### src/verilog/sd_host_pkg.sv
package sd_host_pkg;

  // CRC7 generator x^7 + x^3 + 1, x^7 implied
  localparam logic [6:0] CRC7_POLY = 7'h09;
  localparam int FRAME_BITS = 48;
  // Card clocks from command end bit to response start bit
  localparam int RESP_TIMEOUT = 64;
  // Platform settling count in clk cycles
  localparam int LOCK_COUNT = 15;

  // APB register map
  localparam logic [7:0] REG_ARG      = 8'h00;
  localparam logic [7:0] REG_CMD      = 8'h04;
  localparam logic [7:0] REG_STATUS   = 8'h08;
  localparam logic [7:0] REG_RESP_ARG = 8'h0C;
  localparam logic [7:0] REG_RESP_IDX = 8'h10;

  // STATUS bit positions
  localparam int BUSY    = 0;
  localparam int DONE    = 1;
  localparam int CRC_ERR = 2;
  localparam int TIMEOUT = 3;
  localparam int LOCKED  = 4;

  // One CMD frame, MSB first on the line
  typedef struct packed {
    logic        start_bit;
    logic        dir_bit;
    logic [5:0]  idx;
    logic [31:0] arg;
    logic [6:0]  crc;
    logic        end_bit;
  } sd_frame_t;

  // Same word seen as a shift register or as fields
  typedef union packed {
    logic [FRAME_BITS-1:0] raw;
    sd_frame_t             f;
  } sd_frame_u;

  typedef struct packed {
    logic [5:0]  idx;
    logic [31:0] arg;
    logic        rsp_exp;
  } cmd_req_t;

  typedef struct packed {
    logic        crc_err;
    logic        timeout;
    logic [5:0]  idx;
    logic [31:0] arg;
  } cmd_rsp_t;

  // One serial CRC7 step, feedback is the input bit xor the top bit
  function automatic logic [6:0] crc7_next(input logic [6:0] crc, input logic b);
    logic fb;
    fb = b ^ crc[6];
    return {crc[5:0], 1'b0} ^ (fb ? CRC7_POLY : 7'h00);
  endfunction

endpackage

### src/verilog/sd_host_apb_regs.sv
`timescale 1ns/1ns

module sd_host_apb_regs import sd_host_pkg::*; (
  input  logic        clk,
  input  logic        rst,
  // APB slave
  input  logic        i_psel,
  input  logic        i_penable,
  input  logic        i_pwrite,
  input  logic [7:0]  i_paddr,
  input  logic [31:0] i_pwdata,
  output logic [31:0] o_prdata,
  output logic        o_pready,
  output logic        o_pslverr,
  // Platform and engine
  input  logic        i_locked,
  input  logic        i_busy,
  input  logic        i_done,
  input  cmd_rsp_t    i_rsp,
  output logic        o_start,
  output cmd_req_t    o_req
);

  logic [31:0] arg_q;
  logic        done_q;
  cmd_rsp_t    rsp_q;
  logic [31:0] status;
  logic        access;
  logic        cmd_wr;
  logic        cmd_refuse;

  // Zero wait states, every access phase completes
  assign access   = i_psel & i_penable;
  assign o_pready = access;

  assign cmd_wr = access & i_pwrite & (i_paddr == REG_CMD);
  // Busy or not yet locked, also covers the cycle the start is in flight
  assign cmd_refuse = i_busy | o_start | ~i_locked;
  assign o_pslverr  = cmd_wr & cmd_refuse;

  always_comb begin
    status          = '0;
    status[BUSY]    = i_busy | o_start;
    status[DONE]    = done_q;
    status[CRC_ERR] = rsp_q.crc_err;
    status[TIMEOUT] = rsp_q.timeout;
    status[LOCKED]  = i_locked;
  end

  // Read mux, unmapped offsets read as zero
  always_comb begin
    case (i_paddr)
      REG_ARG:      o_prdata = arg_q;
      REG_CMD:      o_prdata = {23'h0, o_req.rsp_exp, 2'b00, o_req.idx};
      REG_STATUS:   o_prdata = status;
      REG_RESP_ARG: o_prdata = rsp_q.arg;
      REG_RESP_IDX: o_prdata = {26'h0, rsp_q.idx};
      default:      o_prdata = '0;
    endcase
  end

  // Argument is plain storage
  always_ff @(posedge clk) begin
    if (access && i_pwrite && i_paddr == REG_ARG) begin
      arg_q <= i_pwdata;
    end
  end

  always_ff @(posedge clk) begin
    if (rst) begin
      o_start <= 1'b0;
      o_req   <= '0;
      done_q  <= 1'b0;
      rsp_q   <= '0;
    end else begin
      o_start <= 1'b0;
      if (cmd_wr && !cmd_refuse) begin
        // Index in 5:0, response flag in 8
        o_start       <= 1'b1;
        o_req.idx     <= i_pwdata[5:0];
        o_req.rsp_exp <= i_pwdata[8];
        o_req.arg     <= arg_q;
        done_q        <= 1'b0;
      end
      // Capture the engine result with its done pulse
      if (i_done) begin
        done_q <= 1'b1;
        rsp_q  <= i_rsp;
      end
    end
  end

endmodule

### config.mk
export PLATFORM = sky130hd
export DESIGN_NAME = sd_host_apb_regs
export DESIGN_NICKNAME = d
export VERILOG_FILES = /design/src/verilog/sd_host_pkg.sv /design/src/verilog/sd_host_apb_regs.sv
export SDC_FILE = /design/constraint.sdc
export NUM_CORES = 1
export LEC_CHECK = 0
export ABC_AREA = 0
export ABC_CLOCK_PERIOD_IN_PS = 4250
export BUFFER_PORTS_ARGS = -buffer_cell sky130_fd_sc_hd__buf_2
export CAP_MARGIN = 30
export CELL_PAD_IN_SITES_DETAIL_PLACEMENT = 0
export CELL_PAD_IN_SITES_GLOBAL_PLACEMENT = 1
export CORE_MARGIN = 2
export CORE_UTILIZATION = 39
export CTS_CLUSTER_DIAMETER = 30
export DETAILED_ROUTE_END_ITERATION = 8
export PLACE_DENSITY_LB_ADDON = 0.25
export SETUP_SLACK_MARGIN = 0.05
export SLEW_MARGIN = 20
export SYNTH_ARGS = -nofsm -noshare
export SYNTH_HDL_FRONTEND = slang
export SYNTH_SLANG_ARGS = --single-unit
### constraint.sdc
create_clock -name clk -period 4.25 [get_ports clk]
set_input_delay 1.275 -clock clk [delete_from_list [all_inputs] [get_ports clk]]
set_output_delay 1.275 -clock clk [all_outputs]
set_load 0.01 [all_outputs]
==> flow_summary.json <==
{
  "synthArstFlopShare_pct": 0,
  "wl_met3_um": 862,
  "min_path_type": "flip-flop to flip-flop",
  "clk_pin_slew_worst_paths_ns": 0.05,
  "max_cap_viol_count": 0,
  "totalWireLength_um": 11800,
  "cts_hold_buf": 0,
  "wl_met1_um": 5470,
  "synthFlopType": "dfxtp_1",
  "fin_nets": 664,
  "overflow": 0,
  "p_leak_nw": 2.80,
  "grt_pass1_wl_um": 18300,
  "critPathCaptureType": "primary output",
  "drt_iter0_markers": 197,
  "setup_violations": 0,
  "rsz0062_at_grt": "false",
  "wl_per_cell_um": 15.5,
  "grtUsageTotal_pct": 18.2,
  "fin_crit_sh_pct": 92.2,
  "finalSetupTns_ns": 0,
  "rows": 40,
  "synthCells": 417,
  "cts_buffer_depth": 2,
  "syn_avg_cell_area_um2": 11.6,
  "criticalPathCategory": "primary input to primary output",
  "path_max_fanout": 13,
  "cts_tree": "built",
  "pre_cts_ws_ns": 0.365,
  "grt_pass1_vias": 3577,
  "period_needed_ns": 3.92,
  "cts_buffers": 17,
  "final_util_pct": 52.1,
  "relSlewSlack_pct": 53.6,
  "whs_ns": 0.469,
  "ant_nets": 0,
  "io_buffers": 161,
  "worstPathArrival_ns": 2.64,
  "fill_cells": 1108,
  "critPathRequiredTime_ns": 2.97,
  "status": "finished, final reports clean",
  "netlist_area_um2": 4820,
  "start_kind": "primary input",
  "dp_cells": 725,
  "cts_setup_buffers": 0,
  "final_cells": 757,
  "clkLatencyLatePin_ns": 0.41,
  "yosysUniqueCellTypes": 30,
  "die-height_um": 115,
  "dieArea_um2": 13300,
  "worst_slack_ns": 0.331,
  "yosys_register_bits": 113,
  "cts_root_buf": "clkbuf_16",
  "core_um2": 12100,
  "antenna_cells": 0,
  "place.gp.congestion": 0.770,
  "skew_ns": 0.00768,
  "dp_hpwl_um": 8100,
  "cts_resized": 0,
  "area_growth_pct": 30.4,
  "synth_warnings": 0,
  "synth_fp_nets": 505,
  "grt_max_degree": 78,
  "yosysSeqAreaShare_pct": 53.6,
  "num_vias": 3585,
  "wl_met2_um": 5360,
  "cts_sinks": 113,
  "power.density_nw_per_um2": 409,
  "ir_worst_vdd_uv": 320,
  "synth-edff-count": 32,
  "die_x_um": 115,
  "slew_viol_final": 0,
  "tightestPinTransition_ns": 0.695,
  "start_util_pct": 40.0,
  "htreeDepth": 4,
  "ios": 162,
  "hold_viol": 0,
  "vias_per_cell": 4.74,
  "drc": 0,
  "antenna_found_initial": 0,
  "firstDrtPassIters": 4,
  "highest_layer": "met4",
  "drive_above_1_share_pct": 35.3,
  "fmax_mhz": 255
}
path summary, 6_finish.rpt:
check	depth (start not counted)	endpoint	from	slack, ns
min	2	o_req[21]	o_req[21]	0.47
max reg2reg	4	o_req[2]	o_start	2.72
max	6	o_prdata[5]	i_paddr[5]	0.33
min reg2reg	2	o_req[21]	o_req[21]	0.47
flip-flops by register name, summed over array words and instances (netlist names):
signal	count
o_start	1
done_q	1
o_req	39
arg_q	32
rsp_q	40
layout by cell type (no fill, tap or decap), drive strengths merged, types with 2 or more instances in the layout:
cell      synthesis  layout
nand2b           80      80
and2              2       2
clkbuf           15      19
o221ai            5       5
clkinv            0      10
mux2i            89      89
nand3             9       9
inv               2       2
and4              2       2
dfxtp            81      81
clkinvlp          0       2
buf              17     172
and3              3       3
a22o             25      25
edfxtp           32      32
nor2             42      42
layer usage:
metal | vias up | global-route usage [%]
met4 | 0 | 5.06
met5 | - | 0
li1 | 1780 | -
met1 | 1677 | 23.0
met3 | 5 | 7.22
met2 | 123 | 29.1
where the power goes:
part | switching, W | internal, W
sequential | 0.0000126 | 0.00113
combinational | 0.0000690 | 0.0000764
clock | 0.000477 | 0.000805
critical path, stage by stage:
cell and delay [ns]:
buf_2 0.10, nor4_2 0.41, buf_4 0.25, nand2_1 0.15
o221ai_1 0.26, buf_2 0.19
through the flow:
stage               total power [W]  instance area [um2]
floorplan                   0.00125                 4820
global placement            0.00131                 5750
detailed placement          0.00131                 5750
CTS                         0.00261                 6280
global route                0.00268                 6280
finish                      0.00257                 6280
area by class of cell:
| type | count | area [um2] | area share [%] |
|---|---|---|---|
| timing repair buffer | 172 | 926 | 14.7 |
| multi-input combinational | 270 | 2020 | 32.2 |
| sequential | 113 | 2580 | 41.1 |
| clock inverter | 13 | 95.1 | 1.51 |
| clock buffer | 19 | 443 | 7.05 |
| tap | 168 | 210 | 3.34 |
| inverter | 2 | 7.51 | 0.119 |
kinds of logic (layout without fill, tap and decap cells):
logic type	Yosys count	in the layout	synth area share, %
compound gates	34	34	6.00
simple gates	146	146	17.2
flops	113	113	53.6
mux	90	90	18.7
buf+inv	34	206	4.57
synth_stat cells, types with 3 or more instances:
| master | n | area (um2) |
|---|---|---|
| o221ai_1 | 5 | 43.8 |
| edfxtp_1 | 32 | 961 |
| nand3_1 | 9 | 45.0 |
| buf_2 | 10 | 50.1 |
| a22o_1 | 25 | 219 |
| nand2b_1 | 80 | 500 |
| and3_1 | 3 | 18.8 |
| clkbuf_1 | 15 | 56.3 |
| nor2_1 | 42 | 158 |
| dfxtp_1 | 81 | 1620 |
| mux2i_1 | 89 | 891 |
| buf_12 | 4 | 80.1 |
No activity file was read; power rests on OpenSTA's default activity.
