--- config.mk ---
export PLATFORM = sky130hd
export DESIGN_NAME = sd_cmd_engine
export DESIGN_NICKNAME = d
export VERILOG_FILES = /design/src/verilog/sd_host_pkg.sv /design/src/verilog/sd_cmd_engine.sv
export SDC_FILE = /design/constraint.sdc
export NUM_CORES = 1
export LEC_CHECK = 0
export BUFFER_PORTS_ARGS = -buffer_cell sky130_fd_sc_hd__buf_2
export CAP_MARGIN = 5
export CORE_ASPECT_RATIO = 1.5
export CORE_MARGIN = 3
export CORE_UTILIZATION = 40
export CTS_BUF_LIST = sky130_fd_sc_hd__clkbuf_16
export CTS_CLUSTER_DIAMETER = 30
export DETAILED_ROUTE_END_ITERATION = 12
export PLACE_DENSITY = 0.71
export SLEW_MARGIN = 0
export SYNTH_ARGS = -nofsm -noshare
export SYNTH_HDL_FRONTEND = slang
export SYNTH_SLANG_ARGS = --single-unit
--- constraint.sdc ---
create_clock -name clk -period 4.7 [get_ports clk]
set_clock_uncertainty 0.1 [all_clocks]
set_input_delay 0.235 -clock clk [delete_from_list [all_inputs] [get_ports clk]]
set_output_delay 0.235 -clock clk [all_outputs]
set_load 0.01 [all_outputs]
--- src/verilog/sd_host_pkg.sv ---
package sd_host_pkg;

  // CRC7 generator x^7 + x^3 + 1, x^7 implied
  localparam logic [6:0] CRC7_POLY = 7'h09;
  localparam int FRAME_BITS = 48;
  // Card clocks from command end bit to response start bit
  localparam int RESP_TIMEOUT = 64;
  // Platform settling count in clk cycles
  localparam int LOCK_COUNT = 15;

  // APB register map
  localparam logic [7:0] REG_ARG      = 8'h00;
  localparam logic [7:0] REG_CMD      = 8'h04;
  localparam logic [7:0] REG_STATUS   = 8'h08;
  localparam logic [7:0] REG_RESP_ARG = 8'h0C;
  localparam logic [7:0] REG_RESP_IDX = 8'h10;

  // STATUS bit positions
  localparam int BUSY    = 0;
  localparam int DONE    = 1;
  localparam int CRC_ERR = 2;
  localparam int TIMEOUT = 3;
  localparam int LOCKED  = 4;

  // One CMD frame, MSB first on the line
  typedef struct packed {
    logic        start_bit;
    logic        dir_bit;
    logic [5:0]  idx;
    logic [31:0] arg;
    logic [6:0]  crc;
    logic        end_bit;
  } sd_frame_t;

  // Same word seen as a shift register or as fields
  typedef union packed {
    logic [FRAME_BITS-1:0] raw;
    sd_frame_t             f;
  } sd_frame_u;

  typedef struct packed {
    logic [5:0]  idx;
    logic [31:0] arg;
    logic        rsp_exp;
  } cmd_req_t;

  typedef struct packed {
    logic        crc_err;
    logic        timeout;
    logic [5:0]  idx;
    logic [31:0] arg;
  } cmd_rsp_t;

  // One serial CRC7 step, feedback is the input bit xor the top bit
  function automatic logic [6:0] crc7_next(input logic [6:0] crc, input logic b);
    logic fb;
    fb = b ^ crc[6];
    return {crc[5:0], 1'b0} ^ (fb ? CRC7_POLY : 7'h00);
  endfunction

endpackage

--- src/verilog/sd_cmd_engine.sv ---
`timescale 1ns/1ns

module sd_cmd_engine import sd_host_pkg::*; (
  input  logic     clk,
  input  logic     rst,
  // Request side
  input  logic     i_start,
  input  cmd_req_t i_req,
  // Card clock edge ticks from the platform
  input  logic     i_tick_rise,
  input  logic     i_tick_fall,
  // CMD line
  input  logic     i_cmd_in,
  output logic     o_cmd_dir,
  output logic     o_cmd_out,
  // Result side
  output logic     o_busy,
  output logic     o_done,
  output cmd_rsp_t o_rsp
);

  typedef enum logic [2:0] {
    ST_IDLE,
    ST_SEND,
    ST_WAIT,
    ST_RECV,
    ST_FINISH
  } state_t;

  state_t     state;
  cmd_req_t   req_q;
  sd_frame_u  tx;
  sd_frame_u  rx;
  sd_frame_u  rx_next;
  logic [5:0] bit_cnt;
  logic [6:0] tmo_cnt;
  logic [6:0] crc;
  logic [6:0] crc_next;
  logic       tx_bit;
  logic       crc_bit;

  // Current outgoing bit, bit_cnt 0 is the start bit
  assign tx_bit = tx.raw[6'(FRAME_BITS - 1) - bit_cnt];

  // Receive shift with the bit sampled this tick
  assign rx_next.raw = {rx.raw[FRAME_BITS-2:0], i_cmd_in};

  // One CRC register serves both directions
  assign crc_bit  = (state == ST_SEND) ? tx_bit : i_cmd_in;
  assign crc_next = crc7_next(crc, crc_bit);

  assign o_busy = (state != ST_IDLE);
  assign o_done = (state == ST_FINISH);

  always_ff @(posedge clk) begin
    if (rst) begin
      state     <= ST_IDLE;
      o_cmd_dir <= 1'b0;
      o_cmd_out <= 1'b1;
    end else begin
      case (state)
        ST_IDLE: begin
          if (i_start) begin
            req_q   <= i_req;
            // Host to card frame, CRC filled in while shifting
            tx.f    <= '{start_bit: 1'b0, dir_bit: 1'b1, idx: i_req.idx,
                         arg: i_req.arg, crc: 7'h00, end_bit: 1'b1};
            bit_cnt <= '0;
            crc     <= '0;
            state   <= ST_SEND;
          end
        end

        ST_SEND: begin
          // CMD changes only as the card clock falls
          if (i_tick_fall) begin
            o_cmd_dir <= 1'b1;
            o_cmd_out <= tx_bit;
            // CRC covers start, dir, index and argument
            if (bit_cnt < 6'd40) begin
              crc <= crc_next;
            end
            // Last covered bit goes out, so the CRC is final
            if (bit_cnt == 6'd39) begin
              tx.f.crc <= crc_next;
            end
            if (bit_cnt == 6'(FRAME_BITS - 1)) begin
              // Response CRC starts again from zero
              crc     <= '0;
              tmo_cnt <= '0;
              state   <= ST_WAIT;
            end else begin
              bit_cnt <= bit_cnt + 6'd1;
            end
          end
        end

        ST_WAIT: begin
          // Hold the end bit for one card clock, then release
          if (i_tick_fall) begin
            o_cmd_dir <= 1'b0;
          end
          if (!req_q.rsp_exp) begin
            // No response, finish after two card clocks
            if (i_tick_fall) begin
              if (tmo_cnt == 7'd1) begin
                o_rsp <= '0;
                state <= ST_FINISH;
              end else begin
                tmo_cnt <= tmo_cnt + 7'd1;
              end
            end
          end else if (i_tick_rise) begin
            if (!o_cmd_dir && !i_cmd_in) begin
              // Start bit seen, it is bit 0 of the response
              crc     <= crc_next;
              rx.raw  <= rx_next.raw;
              bit_cnt <= 6'd1;
              state   <= ST_RECV;
            end else if (tmo_cnt == 7'(RESP_TIMEOUT - 1)) begin
              o_rsp.crc_err <= 1'b0;
              o_rsp.timeout <= 1'b1;
              o_rsp.idx     <= '0;
              o_rsp.arg     <= '0;
              state         <= ST_FINISH;
            end else begin
              tmo_cnt <= tmo_cnt + 7'd1;
            end
          end
        end

        ST_RECV: begin
          // Sample on the rising card clock
          if (i_tick_rise) begin
            rx.raw <= rx_next.raw;
            if (bit_cnt < 6'd40) begin
              crc <= crc_next;
            end
            if (bit_cnt == 6'(FRAME_BITS - 1)) begin
              // Received CRC field against the CRC of the first 40 bits
              o_rsp.crc_err <= (rx_next.f.crc != crc);
              o_rsp.timeout <= 1'b0;
              o_rsp.idx     <= rx_next.f.idx;
              o_rsp.arg     <= rx_next.f.arg;
              state         <= ST_FINISH;
            end else begin
              bit_cnt <= bit_cnt + 6'd1;
            end
          end
        end

        ST_FINISH: begin
          // One cycle done pulse, result is already in o_rsp
          state <= ST_IDLE;
        end

        default: begin
          state <= ST_IDLE;
        end
      endcase
    end
  end

endmodule

==> results of run 1 <==
==> state kept, by name, summed over array words and instances (netlist names), 3 cells and up <==
signal and flops:
state 3, bit_cnt 6, tx 45, rx 45
crc 7, o_rsp 40, tmo_cnt 7
==> critical path: stages (launching register included) <==
cell      delay [ns]
edfxtp_1        0.92
ha_1            0.36
nand4_1         0.22
nand2_1         0.16
o21ai_0         0.11
a211oi_1        0.86
==> area by class of cell <==
type / count / share of cell area
Timing Repair Buffer: 133 / 0.1102
Multi-Input combinational cell: 219 / 0.1980
Tap cell: 199 / 0.03125
Sequential cell: 156 / 0.5817
Clock buffer: 17 / 0.05339
Clock inverter: 15 / 0.02214
Inverter: 7 / 0.003298
==> cells in the mapped netlist (2+ instances only) <==
master / n
clkbuf_1: 10
nor3b_1: 2
nor2_1: 27
mux2i_1: 6
nand4_1: 2
nand2b_1: 3
nor2b_1: 6
a22o_1: 5
nand3_1: 6
buf_6: 2
a311oi_1: 3
inv_1: 7
a21oi_1: 10
or2_2: 2
nor3_1: 2
buf_4: 3
ha_1: 5
a211oi_1: 3
mux2_1: 2
xnor2_1: 10
mux2_2: 4
nand2_1: 19
and2_1: 47
xor2_1: 7
o21ai_0: 7
or3_1: 7
mux4_2: 6
edfxtp_1: 151
nor4_1: 3
dfxtp_1: 5
o221ai_1: 2
o2111ai_1: 3
==> final timing paths <==
kind	slack [ns]	endpoint
setup / recovery	1.58	tmo_cnt[4]
hold reg to reg	0.34	rx[29]
setup reg to reg	1.58	tmo_cnt[4]
hold / removal	0.04	o_cmd_dir
==> layer usage <==
layer,global-route usage,share of wire
met1,0.1579,0.39
met3,0.04343,0.064
met2,0.2371,0.53
met5,0,0
met4,0.05169,0.012
==> kinds of logic (layout without fill, tap and decap cells) <==
kind of cell / count (synthesis) / after routing / synth area share
adders and majority gates: 5 / 5 / 0.009835
and+or+nand+nor: 133 / 133 / 0.1159
AOI/OAI and AO/OA: 45 / 45 / 0.05154
muxes: 19 / 19 / 0.04544
DFF: 156 / 156 / 0.7286
buffers and inverters: 26 / 172 / 0.02537
xor gates and xnor gates: 17 / 17 / 0.02341
==> through the flow <==
step	area (sq um)	worst slack (ns)	hold slack (ns)
after CTS	7968	1.545	0.02833
after global routing	7968	1.327	0.05030
after detailed placement	6965	1.572	0.3131
final	7968	1.583	0.03708
after global placement	6965	1.695	0.3111
after floorplan	6361	0.1880	0.2339
==> power by group through the flow <==
stage          logic (mW)  clock network, mW  registers, mW
2_1_floorplan       0.644                  0           1.87
3_3_place_gp        0.689                  0           1.96
3_5_place_dp        0.708                  0           1.97
4_1_cts             0.736               1.41           1.94
5_1_grt             0.819               1.48           1.96
6_report            0.731               1.39           1.94
==> results.cfg, run 1 <==
[final_layout]
area_growth_pct = 25.26
regArea_sq_um = 4634
stdcell_count = 746
nets = 584
mostFrequentLayoutCells = edfxtp_1 (151), buf_2 (88), and2_1 (47)
layout_commonest_cell = edfxtp_1
drive_gt1_frac = 0.2578
multi_input_area_sq_um = 1578
nFillCells = 1211
diodes = 0
final_util = 0.5192

[pwr]
p_leak_nw = 2.874
combPwrFrac = 0.180
ir_drop_uv = 286.9
power_mw = 4.056
clockPowerShare = 0.342
p_sw_mw = 1.145
powerDensity_nw_per_um2 = 509.0
netSwitchingFraction = 0.2822
intPower_mw = 2.911
p_seq_frac = 0.477

[synthesis]
synth_seq_cells = 156
synth.distinct_cells = 56
synth_top_cells_by_area = edfxtp_1 (71%), and2_1 (4.6%), mux4_2 (2.1%), nor2_1 (1.6%), dfxtp_1 (1.6%)
syn_area_sq_um = 6361
synth_edf_count = 151
synth_async_sr_flop_share = 0
ys.flop_type = edfxtp_1
syn_nets = 451
synth_top_area_cell = edfxtp_1
syn_inst = 401
synth.top_cell.area_share = 0.7128
synth_area_per_cell_sq_um = 15.86
seq_area_frac_synth = 0.7286
yosys_warnings = 0

[floorplanning]
die_area_sq_um = 17480
row_count = 55
ios = 89
floorplan.initialDensity = 0.4145
coreArea_sq_um = 15350
dieHeight_um = 160.5
die_w_um = 109.0

[route]
finalWirelength_um = 11240
vias = 3677
detail-route-antenna-nets = 0
vias_per_cell = 4.929
drt-wirelength-per-cell_um = 15.06
drt_drc_violations_left = 0
drt-pass1-iter-count = 4
drt_iter0_markers = 245

[setup_path]
reg2reg_depth = 5
worstReg2RegStart = bit_cnt[1]
cp-end-kind = register
crit_start = bit_cnt[1]
setup.worst_path.class = register to register
start_kind = register
required_ns = 4.64
critPathMaxFanout = 20
worstPathArrival_ns = 3.06

[clock_network]
cts_root_buf = clkbuf_16
cts_hold_buf = 40
clock_path_buffers = 2
clk_latency_ns = 0.42
cts_sinks = 156
cts.htree.levels = 4
path_clk_slew_ns = 0.07
cts_tree = yes
cts-resized-gates = 0
cts_made_buffers = 17
cts_setup_buffers = 0

[sta]
max-slew-margin-rel = 0.3052
hold_viol = 0
final_max_slew_viol_count = 0
min_period_ns = 3.117
max_freq_ghz = 0.3208
worst_slew_pin_slew_ns = 1.036
setup_viol = 0
final.setup.tns_ns = 0
rsz0062_at_grt = no
period_share = 0.6632

[flow_run]
maxCapViolCount = 0

[global_route]
grt_pass1_vias = 3824
grt_antenna_before_repair = 0
grt_max_degree = 46
overflow = 0
grt_use_total = 0.1377
grt_pass1_wl_um = 18740

[hold_path]
holdCritPathClass = primary input to register
worstHoldPathCells = 4
worstHoldStart = i_tick_fall

[placement]
place.gp.congestion = 0.8518
io_buffers = 88
post-dp-hpwl_um = 7204
dp.cells = 674

[status]
status = finished clean
(Power assumes the default switching activity.)
==> inputs of run 2 (changes only) <==
clock period = 2.6 ns   (was 4.7 ns; I/O delays follow)
==> run 2 against run 1 <==
  * Register-to-register slack lost 1.4 ns
  * Count of clock-buffer cells in the layout is the same
  * Critical path depth grew 2
  * Worst setup slack lost 1.4 ns
  * Wire length grew 5.4%
  * Global-route usage grew 0.76 points
  * Via count grew 1.6%
  * Cell area grew 1.7%
  * Sequential cell count is the same
  * Clock power grew 73%
  * Non-clock buffer count grew 16
==> results.cfg, run 2 (synthesis gave the netlist of run 1 again) <==
[status]
status = finished clean

[hold_path]
holdCritPathClass = primary input to register

[final_layout]
stdcell_count = 762
final_util = 0.5282
area_growth_pct = 27.42
mostFrequentLayoutCells = edfxtp_1 (151), buf_2 (88), and2_1 (47)
nets = 600
fin_area_sq_um = 8105
drive_gt1_frac = 0.2700
reg_top3 = rx: 45 flops, tx: 45 flops, o_rsp: 40 flops
diodes = 0
layout_commonest_cell = edfxtp_1

[pwr]
netSwitchingFraction = 0.2785
combPwrFrac = 0.215
p_leak_nw = 2.956
clockPowerShare = 0.325
power_mw = 7.362
p_sw_mw = 2.050
powerDensity_nw_per_um2 = 908.3
p_seq_frac = 0.460
intPower_mw = 5.312
ir_drop_uv = 490.7

[route]
drt-pass1-iter-count = 4
finalWirelength_um = 11840
drt-wirelength-per-cell_um = 15.54
drt_drc_violations_left = 0
detail-route-antenna-nets = 0
vias_per_cell = 4.904
vias = 3737
drt_iter0_markers = 173

[placement]
post-dp-hpwl_um = 7368
placed_area_sq_um = 7093
place.gp.congestion = 0.8305
dp_slack_ns = 0.1905
dp.cells = 686
io_buffers = 88

[global_route]
grt_max_degree = 46
grt_antenna_before_repair = 0
overflow = 0
grt_use_total = 0.1454
grt_pass1_vias = 3911
grt_pass1_wl_um = 19400

[sta]
holdWs_ns = 0.2812
max_freq_ghz = 0.4123
min_period_ns = 2.425
period_share = 0.9328
setup_slack_ns = 0.1747
rsz0062_at_grt = no
hold_viol = 0
max-slew-margin-rel = 0.6735
setup_viol = 0
final.setup.tns_ns = 0
worst_slew_pin_slew_ns = 0.4892
final_max_slew_viol_count = 0

[setup_path]
required_ns = 2.67
setup.worst_path.class = register to register
critPathMaxFanout = 4
start_kind = register
worstPathArrival_ns = 2.49
cp-end-kind = register

[clock_network]
clk_latency_ns = 0.42
cts_tree = yes
path_clk_slew_ns = 0.06
clock_path_buffers = 2
cts-resized-gates = 0
cts_root_buf = clkbuf_16
cts_made_buffers = 17
cts.htree.levels = 4
cts_sinks = 156

[floorplanning]
coreArea_sq_um = 15350
row_count = 55
floorplan.initialDensity = 0.4145
dieHeight_um = 160.5
die_area_sq_um = 17480
die_w_um = 109.0
ios = 89

[flow_run]
maxCapViolCount = 0
==> run 2: cell count changes in the layout (fill, tap and decap cells not counted), sizes merged <==
cell,change
dlygate4sd3,+3
inv,-3
clkinv,+1
clkinvlp,+2
buf,+13
==> run 2: layout make-up <==
cell class | count | area [sq um]
Tap cell | 199 | 249.0
Inverter | 7 | 26.28
Sequential cell | 156 | 4634
Multi-Input combinational cell | 219 | 1590
Timing Repair Buffer | 149 | 1031
Fill cell | 1203 | 7241
Clock buffer | 17 | 425.4
Clock inverter | 15 | 148.9
==> run 2: power groups by stage <==
stage               clock network [mW]  registers, mW  logic [mW]
finish                            2.40           3.38        1.58
global route                      2.56           3.42        1.76
CTS                               2.44           3.39        1.57
detailed placement                   0           3.44        1.51
global placement                     0           3.42        1.47
floorplan                            0           3.37        1.18
==> run 2: timing repair <==
item,in CTS,in global routing
hold buffers,43,0
endpoints found under the setup margin,0,2
hold endpoints to repair,43,0
buffers inserted,0,1
==> run 2: worst paths after layout <==
check	start	to	slack, ns	depth (start not counted)
worst max-delay path	bit_cnt[0]	crc[3]	0.17	7
worst min-delay path	i_tick_rise	bit_cnt[4]	0.28	4
worst max register to register	bit_cnt[0]	crc[3]	0.17	7
worst min register to register	rx[24]	rx[25]	0.34	0
==> run 2: metal layers <==
| metal | up-vias | part of all wire | global-route usage |
|---|---|---|---|
| met2 | 128 | 0.54 | 0.2539 |
| li1 | 1811 | - | - |
| met5 | - | 0 | 0 |
| met1 | 1787 | 0.40 | 0.1665 |
| met4 | 0 | 0.012 | 0.05629 |
| met3 | 11 | 0.053 | 0.03981 |
==> run 2: critical path, cell delays in order, from the launching register on <==
cell and delay, ns:
edfxtp_1 0.46, mux4_2 0.53, mux2i_1 0.23, o221ai_1 0.17, a31oi_2 0.28, a21bo_1 0.19, xnor2_1 0.15, o21ai_1 0.08
==> inputs of run 3 (changes only) <==
--- a/config.mk
+++ b/config.mk
@@ -7,2 +7,3 @@
 export LEC_CHECK = 0
+export ABC_AREA = 1
 export BUFFER_PORTS_ARGS = -buffer_cell sky130_fd_sc_hd__buf_2
@@ -16,2 +17,3 @@
 export PLACE_DENSITY = 0.71
+export SKIP_LAST_GASP = 1
 export SLEW_MARGIN = 0
--- a/constraint.sdc
+++ b/constraint.sdc
@@ -4,2 +4,2 @@
 set_output_delay 0.13 -clock clk [all_outputs]
-set_load 0.01 [all_outputs]
+set_load 0.005 [all_outputs]
==> run 3 against run 2 <==
  * First-iteration DRC count up 42%
  * Largest cell class unchanged
  * Largest power group unchanged
  * Via count up 16%
  * Register-to-register slack worse by 0.02 ns
  * Global-route usage up 0.33 points
==> results.cfg, run 3 <==
[status]
status = finished clean

[setup_path]
critPathMaxFanout = 6
max_stage_delay_ns = 0.35
start_kind = register
worstPathArrival_ns = 2.47
worstReg2RegStart = state[1]
required_ns = 2.62
setup.worst_path.class = register to register
crit_start = state[1]
path_delay_family = buffers and inverters
cpMaxStageDelayCell = o21ai_0
reg2reg_depth = 11
worstReg2RegEnd = bit_cnt[2]
cp_num_buf_inv = 5
cp-end-kind = register
crit_top_cell = inv_2
crit_chain = inv_2, nor2_2, inv_2, nor2_4, inv_2, a21oi_1, nor2_1, o21ai_0, buf_4, a2111oi_1, buf_4
ff2ff_setup_slack_ns = 0.16

[route]
vias_per_cell = 4.751
drt-pass1-iter-count = 5
finalWirelength_um = 12800
detail-route-antenna-nets = 0
drt_iter0_markers = 245
drt-wirelength-per-cell_um = 14.00
drt_drc_violations_left = 0
vias = 4342

[synthesis]
syn_nets = 594
synth_top_cells_by_area = edfxtp_1 (70%), nor2_1 (5.1%), inv_1 (4.9%), nand2_1 (4.0%), nand3_1 (2.3%)
synth_common_cells = edfxtp_1 (151), nor2_1 (88), inv_1 (85)
syn_inst = 544
synth_edf_count = 151
syn_area_sq_um = 6457
synth_top_area_cell = edfxtp_1
synth.distinct_cells = 39
seq_area_frac_synth = 0.7177
yosysMostFrequentCell = edfxtp_1
yosys_warnings = 0
synth_area_per_cell_sq_um = 11.87
ys.flop_type = edfxtp_1
synth_async_sr_flop_share = 0
synth.top_cell.area_share = 0.7022
synth_seq_cells = 156

[final_layout]
area_growth_pct = 27.84
layout_commonest_cell = edfxtp_1
drive_gt1_frac = 0.2321
diodes = 0
mostFrequentLayoutCells = edfxtp_1 (151), buf_2 (88), inv_1 (86), nor2_1 (86), nand2_1 (69)
nets = 748
reg_top3 = rx: 45 flops, tx: 45 flops, o_rsp: 40 flops

[global_route]
overflow = 0
grt_max_degree = 46
grt_use_total = 0.1486
grt_use_met1 = 0.1750
gr-usage-met3 = 0.03079
grt_pass1_vias = 4315
busiest_layer = met2
met2_usage = 0.2629
grt_antenna_before_repair = 0
grt_pass1_wl_um = 20670

[clock_network]
cts.htree.levels = 4
cts_made_buffers = 17
cts_tree = yes
cts_setup_buffers = 0
path_clk_slew_ns = 0.06
clk_latency_ns = 0.42
clock_path_buffers = 2
cts_sinks = 156
cts_root_buf = clkbuf_16

[hold_path]
worstHoldPathCells = 4
holdPathEnd = o_cmd_dir
worstHoldStart = i_tick_fall
holdCritPathClass = primary input to register

[placement]
io_buffers = 88
place.gp.congestion = 0.8577
post-dp-hpwl_um = 8364

[pwr]
netSwitchingFraction = 0.3316
p_seq_frac = 0.439
power_mw = 8.176
p_leak_nw = 3.430
ir_drop_uv = 505.0
powerDensity_nw_per_um2 = 990.4
clockPowerShare = 0.297
intPower_mw = 5.465
p_sw_mw = 2.711
combPwrFrac = 0.263

[floorplanning]
die_area_sq_um = 17740
row_count = 56
dieHeight_um = 161.6
floorplan.initialDensity = 0.4096
coreArea_sq_um = 15770
die_w_um = 109.7
ios = 89

[sta]
min_period_ns = 2.445
rsz0062_at_grt = no
worst_slew_pin_slew_ns = 0.9944
setup_viol = 0
max_freq_ghz = 0.4091
final.setup.tns_ns = 0
final_max_slew_viol_count = 0
max-slew-margin-rel = 0.3300
hold_viol = 0
period_share = 0.9402

[flow_run]
maxCapViolCount = 0
## run 3: cell types whose count changed after synthesis, sizes merged, moves of 6 or more
cell,change
nand2,+51
xnor2,-7
nand3,+26
and2,-47
nor3,+9
inv,+90
mux4,-7
nor2b,-6
mux2,-6
or3,-7
mux2i,-6
nor2,+67
o21ai,+11
## run 3: layout make-up
type	instances	area, sq um
inverters	97	366.6
multi-input cells	281	1436
repair buffers	145	983.4
well taps	203	254.0
clock inverters	15	155.1
fillers	1300	7510
clock buffers	17	425.4
flip-flops and latches	156	4634
## run 3: repair_timing
action / CTS / global route
hold buffers: 41 / 0
gates resized for setup: 0 / 3
hold endpoints to repair: 44 / 0
endpoints found under the setup margin: 0 / 46
## run 3: power groups by stage
stage / clock network [mW] / registers (mW) / logic [mW]
final: 2.43 / 3.59 / 2.15
after global routing: 2.57 / 3.64 / 2.42
after CTS: 2.46 / 3.59 / 2.13
after detailed placement: 0 / 3.64 / 2.07
after global placement: 0 / 3.62 / 2.01
after floorplan: 0 / 3.57 / 1.46
## run 3: worst max path at each step
stage,cells after the start,to
after global placement,14,crc[3]
after detailed placement,9,rx[31]
after CTS,9,rx[40]
final,11,bit_cnt[2]
after floorplan,8,bit_cnt[0]
after global routing,14,crc[3]
## run 3: kinds of logic (layout without fill, tap and decap cells)
kind of cell / count (synthesis) / count (layout) / synth area share
AOI/OAI and AO/OA: 45 / 45 / 0.04457
xor gates and xnor gates: 8 / 8 / 0.01085
adders and majority gates: 5 / 5 / 0.009688
buffers and inverters: 108 / 274 / 0.06588
DFF: 156 / 156 / 0.7177
and+or+nand+nor: 222 / 223 / 0.1513
## run 3: per-layer routing
| metal | share of wire | vias to the layer above |
|---|---|---|
| li1 | - | 2140 |
| met1 | 0.39 | 2010 |
| met2 | 0.53 | 163 |
| met3 | 0.053 | 29 |
| met4 | 0.022 | 0 |
| met5 | 0 | - |
## run 3: worst reg2reg max path: cells and delay by family (launching register included)
family / cells / cell delay [ns]
DFF: 1 / 0.33
and+or+nand+nor: 3 / 0.21
AOI/OAI and AO/OA: 3 / 0.73
buffers and inverters: 5 / 0.77
## run 3: metrics by stage
stage / util / cells / area [sq um] / worst slack, ns / hold WS, ns
after global routing: 0.5237 / 914 / 8255 / 0.04585 / 0.1076
final: 0.5237 / 914 / 8255 / 0.1554 / 0.06889
after CTS: 0.5228 / 913 / 8242 / 0.1486 / 0.05587
after detailed placement: 0.4599 / 840 / 7251 / 0.1095 / 0.2081
after floorplan: - / 544 / 6484 / 0.01758 / 0.1289
after global placement: 0.4599 / 840 / 7251 / 0.2387 / 0.2065
